## src/common/mips_params.svh

```systemverilog
`ifndef MIPS_PARAMS_SVH
`define MIPS_PARAMS_SVH

// Datapath and address width
`define DATA_W 32

// Register file size
`define REG_COUNT 32
`define REG_IDX_W 5

// First fetch address
`define RESET_PC 32'h0000_0000

// Destination of JAL
`define LINK_REG 5'd31

// Cycles from read request to valid read data
`define MEM_LATENCY 2

`endif

```

## src/common/mipsPkg.sv

```systemverilog
package mipsPkg;

	// Primary opcode field, IR[31:26]
	typedef enum logic [5:0] {
		OP_RTYPE = 6'h00,	// Funct picks the operation
		OP_J     = 6'h02,
		OP_JAL   = 6'h03,
		OP_BEQ   = 6'h04,
		OP_BNE   = 6'h05,
		OP_ADDI  = 6'h08,
		OP_SLTI  = 6'h0A,
		OP_LUI   = 6'h0F,
		OP_LW    = 6'h23,
		OP_SB    = 6'h28,
		OP_SH    = 6'h29,
		OP_SW    = 6'h2B
	} opcodeT;

	// R-type funct field, IR[5:0]
	typedef enum logic [5:0] {
		FN_JR  = 6'h08,
		FN_ADD = 6'h20,
		FN_SUB = 6'h22,
		FN_AND = 6'h24,
		FN_OR  = 6'h25,
		FN_SLT = 6'h2A
	} functT;

	typedef enum logic [2:0] {ADD, SUB, AND, OR, LESS, PASS_A} aluOpT;

	// Multicycle sequencer states
	typedef enum logic [4:0] {
		FETCH, FETCH_WAIT1, FETCH_WAIT2, DECODE,
		RTYPE, ITYPE, SLT_WB, ALU_WB, LUI,
		MEM_ADDR, LOAD_WAIT1, LOAD_WAIT2, LOAD_WB, STORE,
		BRANCH, JUMP, JAL, JR, HALT
	} stateT;

	typedef enum logic [1:0] {WORD, HALF, BYTE} storeSizeT;	// Store width

	// Register writeback source
	typedef enum logic [1:0] {ALUOUT, MDR, UPPER_IMM, LINK} wbSrcT;

	// Next PC source
	typedef enum logic [1:0] {
		SEQUENTIAL,	// PC+4 straight from the ALU
		BRANCH_TARGET,	// Computed in DECODE, held in ALUOut
		JUMP_TARGET,
		REGISTER	// rs for JR
	} pcSrcT;

	// Owner of an outstanding memory read
	typedef enum logic [1:0] {REQ_NONE, REQ_FETCH, REQ_LS} memOwnerT;

endpackage

```

## src/control/controlFsm.sv

```systemverilog
`timescale 1ns/1ns
`include "mips_params.svh"

module controlFsm (
	input logic Clk,
	input logic Reset,
	input logic Break,
	input mipsPkg::opcodeT Opcode,
	input mipsPkg::functT Funct,
	input logic Zero,
	output logic FetchReq,
	output logic PcWrite,
	output mipsPkg::pcSrcT PcSel,
	output logic IrWrite,
	output logic LsReq,
	output logic LsWrite,
	output mipsPkg::storeSizeT StoreSize,
	output logic MdrLoad,
	output logic AbLoad,
	output mipsPkg::aluOpT AluOp,
	output logic AluSrcA,
	output logic [1:0] AluSrcB,
	output logic AluOutLoad,
	output logic RegWrite,
	output logic [1:0] RegDst,
	output mipsPkg::wbSrcT WbSrc,
	output logic Halted
);
	import mipsPkg::*;

	stateT state, nextState;
	logic started;	// Low for the first cycle out of reset
	storeSizeT storeSize;	// Latched in DECODE
	logic branchOnEq;	// BEQ when set, BNE otherwise

	always_ff @(posedge Clk or posedge Reset) begin
		if (Reset) begin
			state <= FETCH;
			started <= 1'b0;
			storeSize <= WORD;
			branchOnEq <= 1'b0;
		end else begin
			started <= 1'b1;
			state <= Break ? HALT : nextState;	// Break wins from any state
			if (state == DECODE) begin
				storeSize <= (Opcode == OP_SB) ? BYTE : (Opcode == OP_SH) ? HALF : WORD;
				branchOnEq <= (Opcode == OP_BEQ);
			end
		end
	end

	always_comb begin
		nextState = FETCH;	// Single-cycle tails go back to fetch
		case (state)
			FETCH: nextState = started ? FETCH_WAIT1 : FETCH;
			FETCH_WAIT1: nextState = FETCH_WAIT2;
			FETCH_WAIT2: nextState = DECODE;
			DECODE: begin
				case (Opcode)
					OP_RTYPE: begin
						case (Funct)
							FN_JR: nextState = JR;
							FN_ADD, FN_SUB, FN_AND, FN_OR, FN_SLT: nextState = RTYPE;
							default: nextState = FETCH;	// Unknown funct skipped
						endcase
					end
					OP_ADDI, OP_SLTI: nextState = ITYPE;
					OP_LUI: nextState = LUI;
					OP_LW, OP_SW, OP_SB, OP_SH: nextState = MEM_ADDR;
					OP_BEQ, OP_BNE: nextState = BRANCH;
					OP_J: nextState = JUMP;
					OP_JAL: nextState = JAL;
					default: nextState = FETCH;	// Unknown opcode
				endcase
			end
			RTYPE: nextState = (Funct == FN_SLT) ? SLT_WB : ALU_WB;
			ITYPE: nextState = (Opcode == OP_SLTI) ? SLT_WB : ALU_WB;
			MEM_ADDR: nextState = (Opcode == OP_LW) ? LOAD_WAIT1 : STORE;
			LOAD_WAIT1: nextState = LOAD_WAIT2;
			LOAD_WAIT2: nextState = LOAD_WB;
			HALT: nextState = HALT;	// Parked until Reset
			default: nextState = FETCH;
		endcase
	end

	always_comb begin
		FetchReq = 1'b0;
		PcWrite = 1'b0;
		PcSel = SEQUENTIAL;
		IrWrite = 1'b0;
		LsReq = 1'b0;
		LsWrite = 1'b0;
		StoreSize = WORD;
		MdrLoad = 1'b0;
		AbLoad = 1'b0;
		AluOp = ADD;
		AluSrcA = 1'b0;	// PC
		AluSrcB = 2'd0;	// B
		AluOutLoad = 1'b0;
		RegWrite = 1'b0;
		RegDst = 2'd0;	// rt
		WbSrc = ALUOUT;
		Halted = 1'b0;
		case (state)
			FETCH: FetchReq = started;	// Read at PC
			FETCH_WAIT2: begin	// Instruction word arrives
				IrWrite = 1'b1;
				PcWrite = 1'b1;
				AluSrcB = 2'd1;	// PC + 4
			end
			DECODE: begin
				AbLoad = 1'b1;	// rs and rt into A/B
				AluSrcB = 2'd3;	// PC + (imm << 2)
				AluOutLoad = 1'b1;	// Branch target kept in ALUOut
			end
			RTYPE: begin
				AluSrcA = 1'b1;
				AluOutLoad = 1'b1;
				case (Funct)
					FN_SUB: AluOp = SUB;
					FN_AND: AluOp = AND;
					FN_OR: AluOp = OR;
					FN_SLT: AluOp = LESS;	// 0/1 straight into ALUOut
					default: AluOp = ADD;
				endcase
			end
			ITYPE: begin
				AluSrcA = 1'b1;
				AluSrcB = 2'd2;	// Sign-extended imm
				AluOp = (Opcode == OP_SLTI) ? LESS : ADD;
				AluOutLoad = 1'b1;
			end
			ALU_WB, SLT_WB: begin
				RegWrite = 1'b1;
				RegDst = (Opcode == OP_RTYPE) ? 2'd1 : 2'd0;	// rd for R-type
			end
			LUI: begin
				RegWrite = 1'b1;
				WbSrc = UPPER_IMM;
			end
			MEM_ADDR: begin
				AluSrcA = 1'b1;	// A + imm is the address
				AluSrcB = 2'd2;
				LsReq = (Opcode == OP_LW);	// Loads issue right away
			end
			LOAD_WAIT2: MdrLoad = 1'b1;	// Data valid this cycle
			LOAD_WB: begin
				RegWrite = 1'b1;
				WbSrc = MDR;
			end
			STORE: begin
				AluSrcA = 1'b1;	// Address held on the ALU
				AluSrcB = 2'd2;
				LsReq = 1'b1;
				LsWrite = 1'b1;
				StoreSize = storeSize;
			end
			BRANCH: begin
				AluSrcA = 1'b1;
				AluOp = SUB;	// Zero means rs == rt
				PcSel = BRANCH_TARGET;
				PcWrite = (Zero == branchOnEq);
			end
			JUMP: begin
				PcWrite = 1'b1;
				PcSel = JUMP_TARGET;
			end
			JAL: begin
				PcWrite = 1'b1;
				PcSel = JUMP_TARGET;
				RegWrite = 1'b1;	// Old PC is already PC+4
				RegDst = 2'd2;
				WbSrc = LINK;
			end
			JR: begin
				AluSrcA = 1'b1;
				AluOp = PASS_A;
				PcWrite = 1'b1;
				PcSel = REGISTER;
			end
			HALT: Halted = 1'b1;
			default: ;
		endcase
	end

endmodule

```

## src/execUnit.sv

```systemverilog
`timescale 1ns/1ns
`include "mips_params.svh"

module execUnit (
	input logic Clk,
	input logic Reset,
	input logic [`DATA_W-1:0] Instr,
	input logic [`DATA_W-1:0] Pc,
	input logic [`DATA_W-1:0] Mdr,
	input logic AbLoad,
	input mipsPkg::aluOpT AluOp,
	input logic AluSrcA,
	input logic [1:0] AluSrcB,
	input logic AluOutLoad,
	input logic RegWrite,
	input logic [1:0] RegDst,
	input mipsPkg::wbSrcT WbSrc,
	output logic [`DATA_W-1:0] RegA,
	output logic [`DATA_W-1:0] RegB,
	output logic [`DATA_W-1:0] AluResult,
	output logic [`DATA_W-1:0] AluOut,
	output logic Zero
);
	import mipsPkg::*;

	logic [`DATA_W-1:0] regFile [`REG_COUNT];
	logic [`REG_IDX_W-1:0] rs, rt, rd, wrIdx;
	logic [`DATA_W-1:0] rsData, rtData;
	logic [`DATA_W-1:0] signImm, upperImm;
	logic [`DATA_W-1:0] aluA, aluB, wrData;

	assign rs = Instr[25:21];
	assign rt = Instr[20:16];
	assign rd = Instr[15:11];
	assign signImm = {{(`DATA_W-16){Instr[15]}}, Instr[15:0]};
	assign upperImm = {Instr[15:0], {(`DATA_W-16){1'b0}}};	// LUI value

	// r0 always reads zero
	assign rsData = (rs == '0) ? '0 : regFile[rs];
	assign rtData = (rt == '0) ? '0 : regFile[rt];

	always_comb begin
		case (RegDst)
			2'd1: wrIdx = rd;
			2'd2: wrIdx = `LINK_REG;	// JAL
			default: wrIdx = rt;
		endcase
		case (WbSrc)
			MDR: wrData = Mdr;
			UPPER_IMM: wrData = upperImm;
			LINK: wrData = Pc;	// PC+4 since fetch
			default: wrData = AluOut;
		endcase
	end

	always_ff @(posedge Clk) begin
		if (RegWrite)
			regFile[wrIdx] <= wrData;
	end

	always_ff @(posedge Clk or posedge Reset) begin
		if (Reset) begin
			RegA <= '0;
			RegB <= '0;
			AluOut <= '0;
		end else begin
			if (AbLoad) begin
				RegA <= rsData;
				RegB <= rtData;
			end
			if (AluOutLoad)
				AluOut <= AluResult;
		end
	end

	assign aluA = AluSrcA ? RegA : Pc;

	always_comb begin
		case (AluSrcB)
			2'd1: aluB = `DATA_W'(4);
			2'd2: aluB = signImm;
			2'd3: aluB = {signImm[`DATA_W-3:0], 2'b00};	// Branch offset in words
			default: aluB = RegB;
		endcase
		case (AluOp)
			SUB: AluResult = aluA - aluB;
			AND: AluResult = aluA & aluB;
			OR: AluResult = aluA | aluB;
			LESS: AluResult = {{(`DATA_W-1){1'b0}}, $signed(aluA) < $signed(aluB)};	// Signed SLT
			PASS_A: AluResult = aluA;
			default: AluResult = aluA + aluB;
		endcase
	end

	assign Zero = (AluResult == '0);

endmodule

```

## src/fetchUnit.sv

```systemverilog
`timescale 1ns/1ns
`include "mips_params.svh"

module fetchUnit (
	input logic Clk,
	input logic Reset,
	input logic PcWrite,
	input mipsPkg::pcSrcT PcSel,
	input logic IrWrite,
	input logic FetchRdValid,
	input logic [`DATA_W-1:0] RdData,
	input logic [`DATA_W-1:0] AluResult,
	input logic [`DATA_W-1:0] AluOut,
	input logic [`DATA_W-1:0] RegA,
	output logic [`DATA_W-1:0] Pc,
	output logic [`DATA_W-1:0] Instr,
	output mipsPkg::opcodeT Opcode,
	output mipsPkg::functT Funct
);
	import mipsPkg::*;

	logic [`DATA_W-1:0] nextPc;
	logic [`DATA_W-1:0] jumpTarget;

	// Region bits of PC+4 with the word index
	assign jumpTarget = {Pc[`DATA_W-1 -: 4], Instr[25:0], 2'b00};

	always_comb begin
		case (PcSel)
			SEQUENTIAL: nextPc = AluResult;	// ALU adds 4
			BRANCH_TARGET: nextPc = AluOut;
			JUMP_TARGET: nextPc = jumpTarget;
			REGISTER: nextPc = RegA;	// JR
			default: nextPc = AluResult;
		endcase
	end

	always_ff @(posedge Clk or posedge Reset) begin
		if (Reset)
			Pc <= `RESET_PC;
		else if (PcWrite)
			Pc <= nextPc;
	end

	// IR only takes a word returned for fetch
	always_ff @(posedge Clk) begin
		if (IrWrite && FetchRdValid)
			Instr <= RdData;
	end

	assign Opcode = opcodeT'(Instr[31:26]);
	assign Funct = functT'(Instr[5:0]);

endmodule

```

## src/loadStoreUnit.sv

```systemverilog
`timescale 1ns/1ns
`include "mips_params.svh"

module loadStoreUnit (
	input logic Clk,
	input logic Reset,
	input logic [`DATA_W-1:0] AddrIn,
	input logic [`DATA_W-1:0] StoreData,
	input mipsPkg::storeSizeT StoreSize,
	input logic MdrLoad,
	input logic LsRdValid,
	input logic [`DATA_W-1:0] RdData,
	output logic [`DATA_W-1:0] LsAddr,
	output logic [`DATA_W-1:0] LsWdata,
	output logic [3:0] LsByteEn,
	output logic [`DATA_W-1:0] Mdr
);
	import mipsPkg::*;

	logic [1:0] laneSel;

	assign laneSel = AddrIn[1:0];
	assign LsAddr = {AddrIn[`DATA_W-1:2], 2'b00};	// Word aligned, lanes via byte enables

	// Little-endian lanes, data copied into every lane it could use
	always_comb begin
		case (StoreSize)
			BYTE: begin
				LsByteEn = 4'b0001 << laneSel;
				LsWdata = {4{StoreData[7:0]}};
			end
			HALF: begin
				LsByteEn = laneSel[1] ? 4'b1100 : 4'b0011;	// Bit 0 ignored
				LsWdata = {2{StoreData[15:0]}};
			end
			default: begin
				LsByteEn = 4'b1111;
				LsWdata = StoreData;
			end
		endcase
	end

	always_ff @(posedge Clk or posedge Reset) begin
		if (Reset)
			Mdr <= '0;
		else if (MdrLoad && LsRdValid)	// Only a load's own return
			Mdr <= RdData;
	end

endmodule

```

## src/memArbiter.sv

```systemverilog
`timescale 1ns/1ns
`include "mips_params.svh"

module memArbiter (
	input logic Clk,
	input logic Reset,
	input logic FetchReq,
	input logic [`DATA_W-1:0] FetchAddr,
	input logic LsReq,
	input logic LsWrite,
	input logic [`DATA_W-1:0] LsAddr,
	input logic [`DATA_W-1:0] LsWdata,
	input logic [3:0] LsByteEn,
	output logic [`DATA_W-1:0] MemAddr,
	output logic MemRead,
	output logic MemWrite,
	output logic [`DATA_W-1:0] MemWdata,
	output logic [3:0] MemByteEn,
	output logic FetchRdValid,
	output logic LsRdValid
);
	import mipsPkg::*;

	memOwnerT issueOwner;
	memOwnerT ownerPipe [`MEM_LATENCY];	// One slot per cycle of read latency

	// Load/store has fixed priority
	assign MemAddr = LsReq ? LsAddr : FetchAddr;
	assign MemWrite = LsReq && LsWrite;
	assign MemRead = LsReq ? !LsWrite : FetchReq;
	assign MemWdata = LsWdata;
	assign MemByteEn = MemWrite ? LsByteEn : 4'b1111;	// Reads return the full word

	assign issueOwner = !MemRead ? REQ_NONE : LsReq ? REQ_LS : REQ_FETCH;

	always_ff @(posedge Clk or posedge Reset) begin
		if (Reset) begin
			for (int i = 0; i < `MEM_LATENCY; i++)
				ownerPipe[i] <= REQ_NONE;
		end else begin
			ownerPipe[0] <= issueOwner;
			for (int i = 1; i < `MEM_LATENCY; i++)
				ownerPipe[i] <= ownerPipe[i-1];
		end
	end

	// Last slot lines up with the data coming back
	assign FetchRdValid = (ownerPipe[`MEM_LATENCY-1] == REQ_FETCH);
	assign LsRdValid = (ownerPipe[`MEM_LATENCY-1] == REQ_LS);

endmodule

```

## src/mipsCore.sv

```systemverilog
`timescale 1ns/1ns
`include "mips_params.svh"

module mipsCore (
	input logic Clk,
	input logic Reset,
	input logic Break,
	input logic [`DATA_W-1:0] MemRdata,
	output logic [`DATA_W-1:0] MemAddr,
	output logic [`DATA_W-1:0] MemWdata,
	output logic [3:0] MemByteEn,
	output logic MemRead,
	output logic MemWrite,
	output logic Halted
);
	import mipsPkg::*;

	logic fetchReq, pcWrite, irWrite, lsReq, lsWrite, mdrLoad, abLoad;
	logic aluSrcA, aluOutLoad, regWrite, zero, fetchRdValid, lsRdValid;
	logic [1:0] aluSrcB, regDst;
	pcSrcT pcSel;
	storeSizeT storeSize;
	aluOpT aluOp;
	wbSrcT wbSrc;
	opcodeT opcode;
	functT funct;
	logic [`DATA_W-1:0] pc, instr, aluResult, aluOut, regA, regB, mdr;
	logic [`DATA_W-1:0] lsAddr, lsWdata;
	logic [3:0] lsByteEn;

	controlFsm ctrl (.Clk, .Reset, .Break, .Opcode(opcode), .Funct(funct), .Zero(zero),
		.FetchReq(fetchReq), .PcWrite(pcWrite), .PcSel(pcSel), .IrWrite(irWrite),
		.LsReq(lsReq), .LsWrite(lsWrite), .StoreSize(storeSize), .MdrLoad(mdrLoad),
		.AbLoad(abLoad), .AluOp(aluOp), .AluSrcA(aluSrcA), .AluSrcB(aluSrcB),
		.AluOutLoad(aluOutLoad), .RegWrite(regWrite), .RegDst(regDst), .WbSrc(wbSrc),
		.Halted);

	fetchUnit fetch (.Clk, .Reset, .PcWrite(pcWrite), .PcSel(pcSel), .IrWrite(irWrite),
		.FetchRdValid(fetchRdValid), .RdData(MemRdata), .AluResult(aluResult),
		.AluOut(aluOut), .RegA(regA), .Pc(pc), .Instr(instr), .Opcode(opcode),
		.Funct(funct));

	// Store data is rt from B, address straight off the ALU
	loadStoreUnit ls (.Clk, .Reset, .AddrIn(aluResult), .StoreData(regB),
		.StoreSize(storeSize), .MdrLoad(mdrLoad), .LsRdValid(lsRdValid), .RdData(MemRdata),
		.LsAddr(lsAddr), .LsWdata(lsWdata), .LsByteEn(lsByteEn), .Mdr(mdr));

	execUnit exec (.Clk, .Reset, .Instr(instr), .Pc(pc), .Mdr(mdr), .AbLoad(abLoad),
		.AluOp(aluOp), .AluSrcA(aluSrcA), .AluSrcB(aluSrcB), .AluOutLoad(aluOutLoad),
		.RegWrite(regWrite), .RegDst(regDst), .WbSrc(wbSrc), .RegA(regA), .RegB(regB),
		.AluResult(aluResult), .AluOut(aluOut), .Zero(zero));

	memArbiter arb (.Clk, .Reset, .FetchReq(fetchReq), .FetchAddr(pc), .LsReq(lsReq),
		.LsWrite(lsWrite), .LsAddr(lsAddr), .LsWdata(lsWdata), .LsByteEn(lsByteEn),
		.MemAddr, .MemRead, .MemWrite, .MemWdata, .MemByteEn,
		.FetchRdValid(fetchRdValid), .LsRdValid(lsRdValid));

endmodule

```

## config.mk

```make
export PLATFORM = sky130hd
export DESIGN_NAME = mipsCore
export DESIGN_NICKNAME = d
export VERILOG_FILES = /design/src/common/mipsPkg.sv /design/src/control/controlFsm.sv /design/src/execUnit.sv /design/src/fetchUnit.sv /design/src/loadStoreUnit.sv /design/src/memArbiter.sv /design/src/mipsCore.sv
export VERILOG_INCLUDE_DIRS = /design/src /design/src/common
export SDC_FILE = /design/constraint.sdc
export NUM_CORES = 2
export LEC_CHECK = 0
export BUFFER_PORTS_ARGS = -buffer_cell sky130_fd_sc_hd__buf_2
export CAP_MARGIN = 30
export CORE_ASPECT_RATIO = 0.5
export CORE_MARGIN = 4
export CORE_UTILIZATION = 49
export DETAILED_ROUTE_END_ITERATION = 7
export GPL_TIMING_DRIVEN = 0
export SYNTH_ARGS = -nofsm -noshare
export SYNTH_HDL_FRONTEND = slang
export SYNTH_SLANG_ARGS = --single-unit
```

## constraint.sdc

```tcl
create_clock -name Clk -period 8.75 [get_ports Clk]
set_input_delay 2.625 -clock Clk [delete_from_list [all_inputs] [get_ports Clk]]
set_output_delay 2.625 -clock Clk [all_outputs]
set_load 0.02 [all_outputs]
```

-- Word-level counts from Yosys, hierarchy flattened
Memory sizes are Yosys's and may differ from the RTL's. A register that Yosys moved wholly into a read port is not among the register bits.
Cells that the tools add are included.
- reduce and logical (&&, ||, !) cells: 22
- shift operators: 1
- equal/unequal tests: 56
- mux-type cells: 50
- add/subtract/negate cells: 2
- order comparisons: 1
- bitwise operators: 3
- operator list (operator ; number):
    $pmux W32 S3 ; 2
    $pmux W32 S5 ; 1
    $mux W32 ; 4
    $pmux W32 S4 ; 1
    $pmux W32 S2 ; 1
    $eq A6 B6 Y1 const B ; 9
    $pmux W5 S10 ; 1
    $eq A5 B4 Y1 const B ; 8
    $pmux W5 S7 ; 1
    $add A32 B32 Y32 ; 1
    $and A32 B32 Y32 ; 1
    $logic_not A32 Y1 ; 1
    $lt A32 B32 Y1 ; 1
    $or A32 B32 Y32 ; 1
    $sub A32 B32 Y32 ; 1
    $eq A6 B4 Y1 const B ; 4
    $pmux W3 S4 ; 2
    $eq A5 B3 Y1 const B ; 4
    $pmux W5 S2 ; 2
    $eq A2 B2 Y1 const B ; 9
    $pmux W2 S3 ; 3
    $mux W1 ; 17
    $eq A5 B5 Y1 const B ; 3
    $logic_not A5 Y1 ; 3
    other kinds (28) ; 54
- output and inout bits: 71
- memory bits (writable): 1024
- logic and storage cells: 149
- bits of input ports: 35
- bits in registers: 205
- memories: 1
- memory list (memory ; depth ; bits a word ; read ports ; clocked after Yosys merged registers in ; wr ports ; line ; RTL):
    exec.regFile ; 32 ; 32 ; 2 ; 2 ; 1 ; execUnit.sv:26 ; logic [`DATA_W-1:0] regFile [`REG_COUNT];

-- Depth between registers and ports, before layout
- word-level depth: 11
- depth in mapped cells: 26
- depth with buffers taken out: 23

-- By module
A second synthesis with hierarchy kept.
- cells, all modules: 4546
- area, all modules: 65469.0 um^2
- by module, submodules not included (module ; cells each ; instances ; seq. area each (um^2) ; area an instance (um^2)):
    execUnit ; 3879 ; 1 ; 33151.8 ; 58235.9
    fetchUnit ; 227 ; 1 ; 1761.7 ; 3160.5
    loadStoreUnit ; 192 ; 1 ; 800.8 ; 1964.4
    controlFsm ; 164 ; 1 ; 225.2 ; 1148.6
    memArbiter ; 84 ; 1 ; 100.1 ; 959.7

-- Least setup slack after synthesis
OpenSTA, ideal clock, no wires.
- path type: register -> output
- start point: register ctrl.state[1]
- end point: output MemByteEn[0]
- path slack: 0.866 ns
- data arrival time: 5.259 ns
- required time: 6.125 ns
- cell stages (with the launch flop): 20
- buffers on the path: 4
- cell sequence: dfrtp_1 -> clkbuf_1 -> nor3_2 -> and2_1 -> clkbuf_1 -> nor3_1 -> clkbuf_1 -> mux2_2 -> ha_1 -> buf_6 -> or3b_1 -> a31o_1 -> o211a_4 -> o211a_1 -> o41ai_4 -> a221oi_2 -> o2111ai_1 -> a32o_1 -> a21oi_1 -> o21ai_0
- longest elaborated chain between the ends: 10
- elaborated cells on any way between the ends: 39
- classes of those cells: 2 x add/sub; 1 x order compare; 18 x eq/ne; 1 x shift; 12 x mux; 2 x bitwise; 3 x reduce/logical
- RTL lines (what ; line ; RTL):
    from (decl) ; controlFsm.sv:31 ; stateT state, nextState;
    from (signal assigned) ; controlFsm.sv:44 ; state <= Break ? HALT : nextState;
    $eq A5 B4 Y1 / $eq A5 B3 Y1 (equally long branches) ; controlFsm.sv:104 ; case (state)
    $reduce_or A3 Y1 (no source line) ; - ;
    $pmux W2 S3 ; controlFsm.sv:104 ;
    $eq A2 B2 Y1 / $eq A2 B1 Y1 (equally long branches) ; execUnit.sv:79 ; case (AluSrcB)
    $pmux W32 S3 ; execUnit.sv:79 ;
    $add A32 B32 Y32 (tied with other cells) ; execUnit.sv:91 ; default: AluResult = aluA + aluB;
    $pmux W32 S5 ; execUnit.sv:85 ; case (AluOp)
    $mux W4 / $shl A1 B2 Y4 (equally long branches) ; loadStoreUnit.sv:33, loadStoreUnit.sv:29 ;
    $pmux W4 S2 ; loadStoreUnit.sv:27 ; case (StoreSize)
    $mux W4 * ; memArbiter.sv:32 ; assign MemByteEn = MemWrite ? LsByteEn : 4'b1111;
    to (decl) ; mipsCore.sv:11 ; output logic [3:0] MemByteEn,
Mark *: on every way between the ends. The rest lies on a longest branch, timed or not.

-- Worst setup path in the final report
- start point: register ctrl.state[2]
- end point: output MemAddr[19]
- longest elaborated chain between the ends: 8
- elaborated cells on any way between the ends: 30
- classes of those cells: 2 x add/sub; 16 x eq/ne; 8 x mux; 2 x bitwise; 2 x reduce/logical
- RTL lines (what ; line ; RTL):
    $eq A5 B4 Y1 / $eq A5 B3 Y1 (equally long branches) ; controlFsm.sv:104 ;
    $reduce_or A3 Y1 (no source line) ; - ;
    $pmux W2 S3 ; controlFsm.sv:104 ;
    $eq A2 B2 Y1 / $eq A2 B1 Y1 (equally long branches) ; execUnit.sv:79 ;
    $pmux W32 S3 ; execUnit.sv:79 ;
    $add A32 B32 Y32 (tied with other cells) ; execUnit.sv:91 ;
    $pmux W32 S5 ; execUnit.sv:85 ;
    $mux W32 * ; memArbiter.sv:28 ; assign MemAddr = LsReq ? LsAddr : FetchAddr;
    to (decl) ; mipsCore.sv:9 ; output logic [`DATA_W-1:0] MemAddr,
Marks and branches as above.

==> results.txt <==
Fraction of layout cells with a size suffix above 1 = 0.324
Pwr Density = 221 nW/µm²
Horiz. Die Dim = 516 µm
Routability cong. = 1.02
Num CTS Buffers = 111
Hold buffers post-CTS = 0
Vias in the first global route = 41300
Layout area overhead = 16.4%
H-tree depth = 3
Hold Vio Cnt, Final = 0
Cell Rows = 92
Fillers = 9762
Layout Nets = 4471
Starting density of the core = 0.498
Crit-path cells = clkbuf_4 > nor3_4 > and2_4 > nor3_4 > buf_12 > clkbuf_4 > mux2i_1 > inv_1 > ha_1 > buf_2 > inv_1 > a21oi_1 > a21boi_4 > o311ai_4 > nor2b_2 > o211ai_1 > or2_2 > a32oi_2 > a221oi_4 > a21oi_2 > buf_2
Area leader, netlist = edfxtp_1
Sequential-to-total area share from yosys stat = 0.573
Drt first-iter violations = 5970
Reg area = 36200 µm²
Slew headroom = 0.179
Inst Count DP = 5839
Main combinational cell family by area after synthesis = multiplexers
Largest net degree at the start of global routing = 90
Drt drc = 0
Clk_skew = 40.0 ps
Synth Area in Compound Gates = 0.0704
Critical Path RT = 6120 ps
DIE HEIGHT = 262 µm
Mapped Nets = 4031
Final WL = 231000 µm
Max Fclk = 116 MHz
Post-synthesis cell count = 3895
Critical Path Max Stage Delay = 410 ps
Cell area after synthesis = 63200 µm²
Number of synthesized flops with an enable pin = 1056
Max IR drop VDD = 0.149 mV
Final Non-Filler Cells = 6129
Vias = 42300
PortBufs = 105
Setup TNS = 0 ps
Slew @ Worst Pin = 1220 ps
Vias per cell = 6.90
Clock Path Buffers = 3
Final slew viol count = 0
Crit path launch type = flop
Post-Synth Adder-Cell Area = 0.0202
Routed Antenna Nets = 0
Ranking of synthesized cells by area = edfxtp_1, mux4_2, dfrtp_1
Status = finished clean
P_leak = 25.3 nW
Multiplexer share of the synthesized area = 0.265
Wire length per cell = 37.7 µm
Maxcap violations = 0
CTS tree = yes
CP endpoint kind = primary output
Yosys warns = 0
Final Setup Violations = 0
Yosys top cell area share = 0.502
Hold Path Class = flop to flop
Root buffer cell = clkbuf_16
Synth Area per Inst = 16.2 µm²
Min Tclk post-route = 8610 ps
Yosys reg bits = 1239
Crit path DAT = 5990 ps
Initial antenna violation count = 17
Unique masters post-synth = 96
Overall Power = 16.2 mW
Global-route wire length before repair = 320000 µm
Synth Flop Type = edfxtp_1
Critical Path Fanout Max = 10
Gr usage total = 0.343
XOR/XNOR Fraction of Synth Area = 0.00125
Worst-path clk slew = 60 ps
DP Wirelength = 174000 µm
Sink Count = 1239
Final setup margin = 138 ps
CP max-delay cell = o311ai_4
Post-synth ARST share = 0.140
IO Count = 106
Congestion Overflow GR = 0
Drt pass-1 iters = 8
Period utilisation layout = 0.984
Core Area = 127000 µm²
Area of the multi-input gates = 26300 µm²
Utilization after layout = 0.579
Worst skew pair latency = 770 ps
Synth Area in Simple Gates = 0.0438
Die footprint = 135000 µm²
Critical path class = flop to primary output
Setup slack at placement = -1610 ps
==> worst max-delay path, delay by kind of cell (launching register included) <==
kind | cells | cell delay [ps]
compound gates | 7 | 1770
fa+ha+maj | 1 | 280
buf+inv | 7 | 1170
flops | 1 | 370
mux | 1 | 300
simple gates | 5 | 1350
==> state kept, by name (all words and copies together) (netlist names), named ones only <==
name / cells
exec.RegB: 32
ctrl.branchOnEq: 1
exec.RegA: 32
fetch.Instr: 32
ctrl.state: 5
arb.ownerPipe: 4
ctrl.storeSize: 2
ls.Mdr: 32
exec.regFile: 1024
fetch.Pc: 32
exec.AluOut: 32
ctrl.started: 1
==> layout by cell type (no fill, tap or decap), drive strengths merged, types with 27 or more instances in the layout <==
cell type	count
mux4	640
inv	129
mux2	105
o21ai	205
clkbuf	336
a222oi	49
buf	432
nand3	30
nor2	169
nand2	261
clkinv	57
a221o	27
ha	99
a21oi	130
mux2i	107
edfxtp	1056
dfrtp	173
nor3	28
a22oi	29
==> cell families after synthesis <==
| group | after synthesis |
|---|---|
| flops | 1239 |
| mux | 852 |
| compound gates | 652 |
| simple gates | 616 |
| xor+xnor | 9 |
| other cells | 1 |
| buf+inv | 425 |
| fa+ha+maj | 101 |
==> report_power, final <==
group	total (mW)	switching [mW]	internal [mW]
Clock	4.75	2.26	2.49
Combinational	4.34	2.81	1.53
Sequential	7.14	0.313	6.82
Total	16.2	5.38	10.8
==> path summary, 6_finish.rpt <==
| kind | slack [ps] | startpoint | to | cells past startpoint |
|---|---|---|---|---|
| max | 140 | ctrl.state[2] | MemAddr[19] | 21 |
| min | 350 | arb.ownerPipe[3] | arb.ownerPipe[1] | 0 |
| max reg2reg | 1010 | ctrl.state[2] | fetch.Pc[4] | 25 |
| min reg2reg | 350 | arb.ownerPipe[3] | arb.ownerPipe[1] | 0 |
| max in group asynchronous | 5880 | Reset | ls.Mdr[4] | 3 |
| min in group asynchronous | 1970 | Reset | arb.ownerPipe[1] | 2 |
==> cell type report <==
type / count / share of cell area
inverters: 129 / 0.00673
plain buffers: 286 / 0.0168
multi-input cells: 2231 / 0.357
diodes: 9 / 0.000306
well taps: 1692 / 0.0288
clock inverters: 61 / 0.00629
clock buffers: 145 / 0.0405
flip-flops and latches: 1239 / 0.493
repair buffers: 337 / 0.0506
==> synthesized netlist by cell type, types with 27 or more instances <==
master	n
a21oi_1	130
a221o_1	27
a222oi_1	49
a22oi_1	29
buf_1	67
clkbuf_1	202
dfrtp_1	173
edfxtp_1	1056
ha_1	99
inv_1	128
mux2_2	87
mux2i_1	106
mux4_2	640
nand2_1	261
nand3_1	30
nor2_1	169
nor3_1	27
o21ai_0	201
==> metal layers <==
| layer | up-vias | wire (µm) | track usage | part of all wire |
|---|---|---|---|---|
| met5 | - | 79 | 0.0109 | 0.00034 |
| met4 | 6 | 9430 | 0.120 | 0.041 |
| met3 | 463 | 28900 | 0.114 | 0.12 |
| met2 | 2652 | 104000 | 0.521 | 0.45 |
| met1 | 22300 | 88800 | 0.467 | 0.38 |
| li1 | 16900 | - | - | - |
==> what timing repair did <==
item	4_1_cts	5_1_grt
setup buffers	41	16
cloned	1	0
resized for setup	131	68
setup endpoints to repair	65	20
pin swaps	30	25
endpoints found under the hold margin	0	0
==> metrics by stage <==
| stage | hold WS [ps] | area [µm²] |
|---|---|---|
| floorplan | 331 | 63200 |
| global placement | 334 | 65900 |
| detailed placement | 335 | 68600 |
| CTS | 349 | 72900 |
| global route | 353 | 73600 |
| finish | 348 | 73600 |
(Power assumes the default switching activity.)
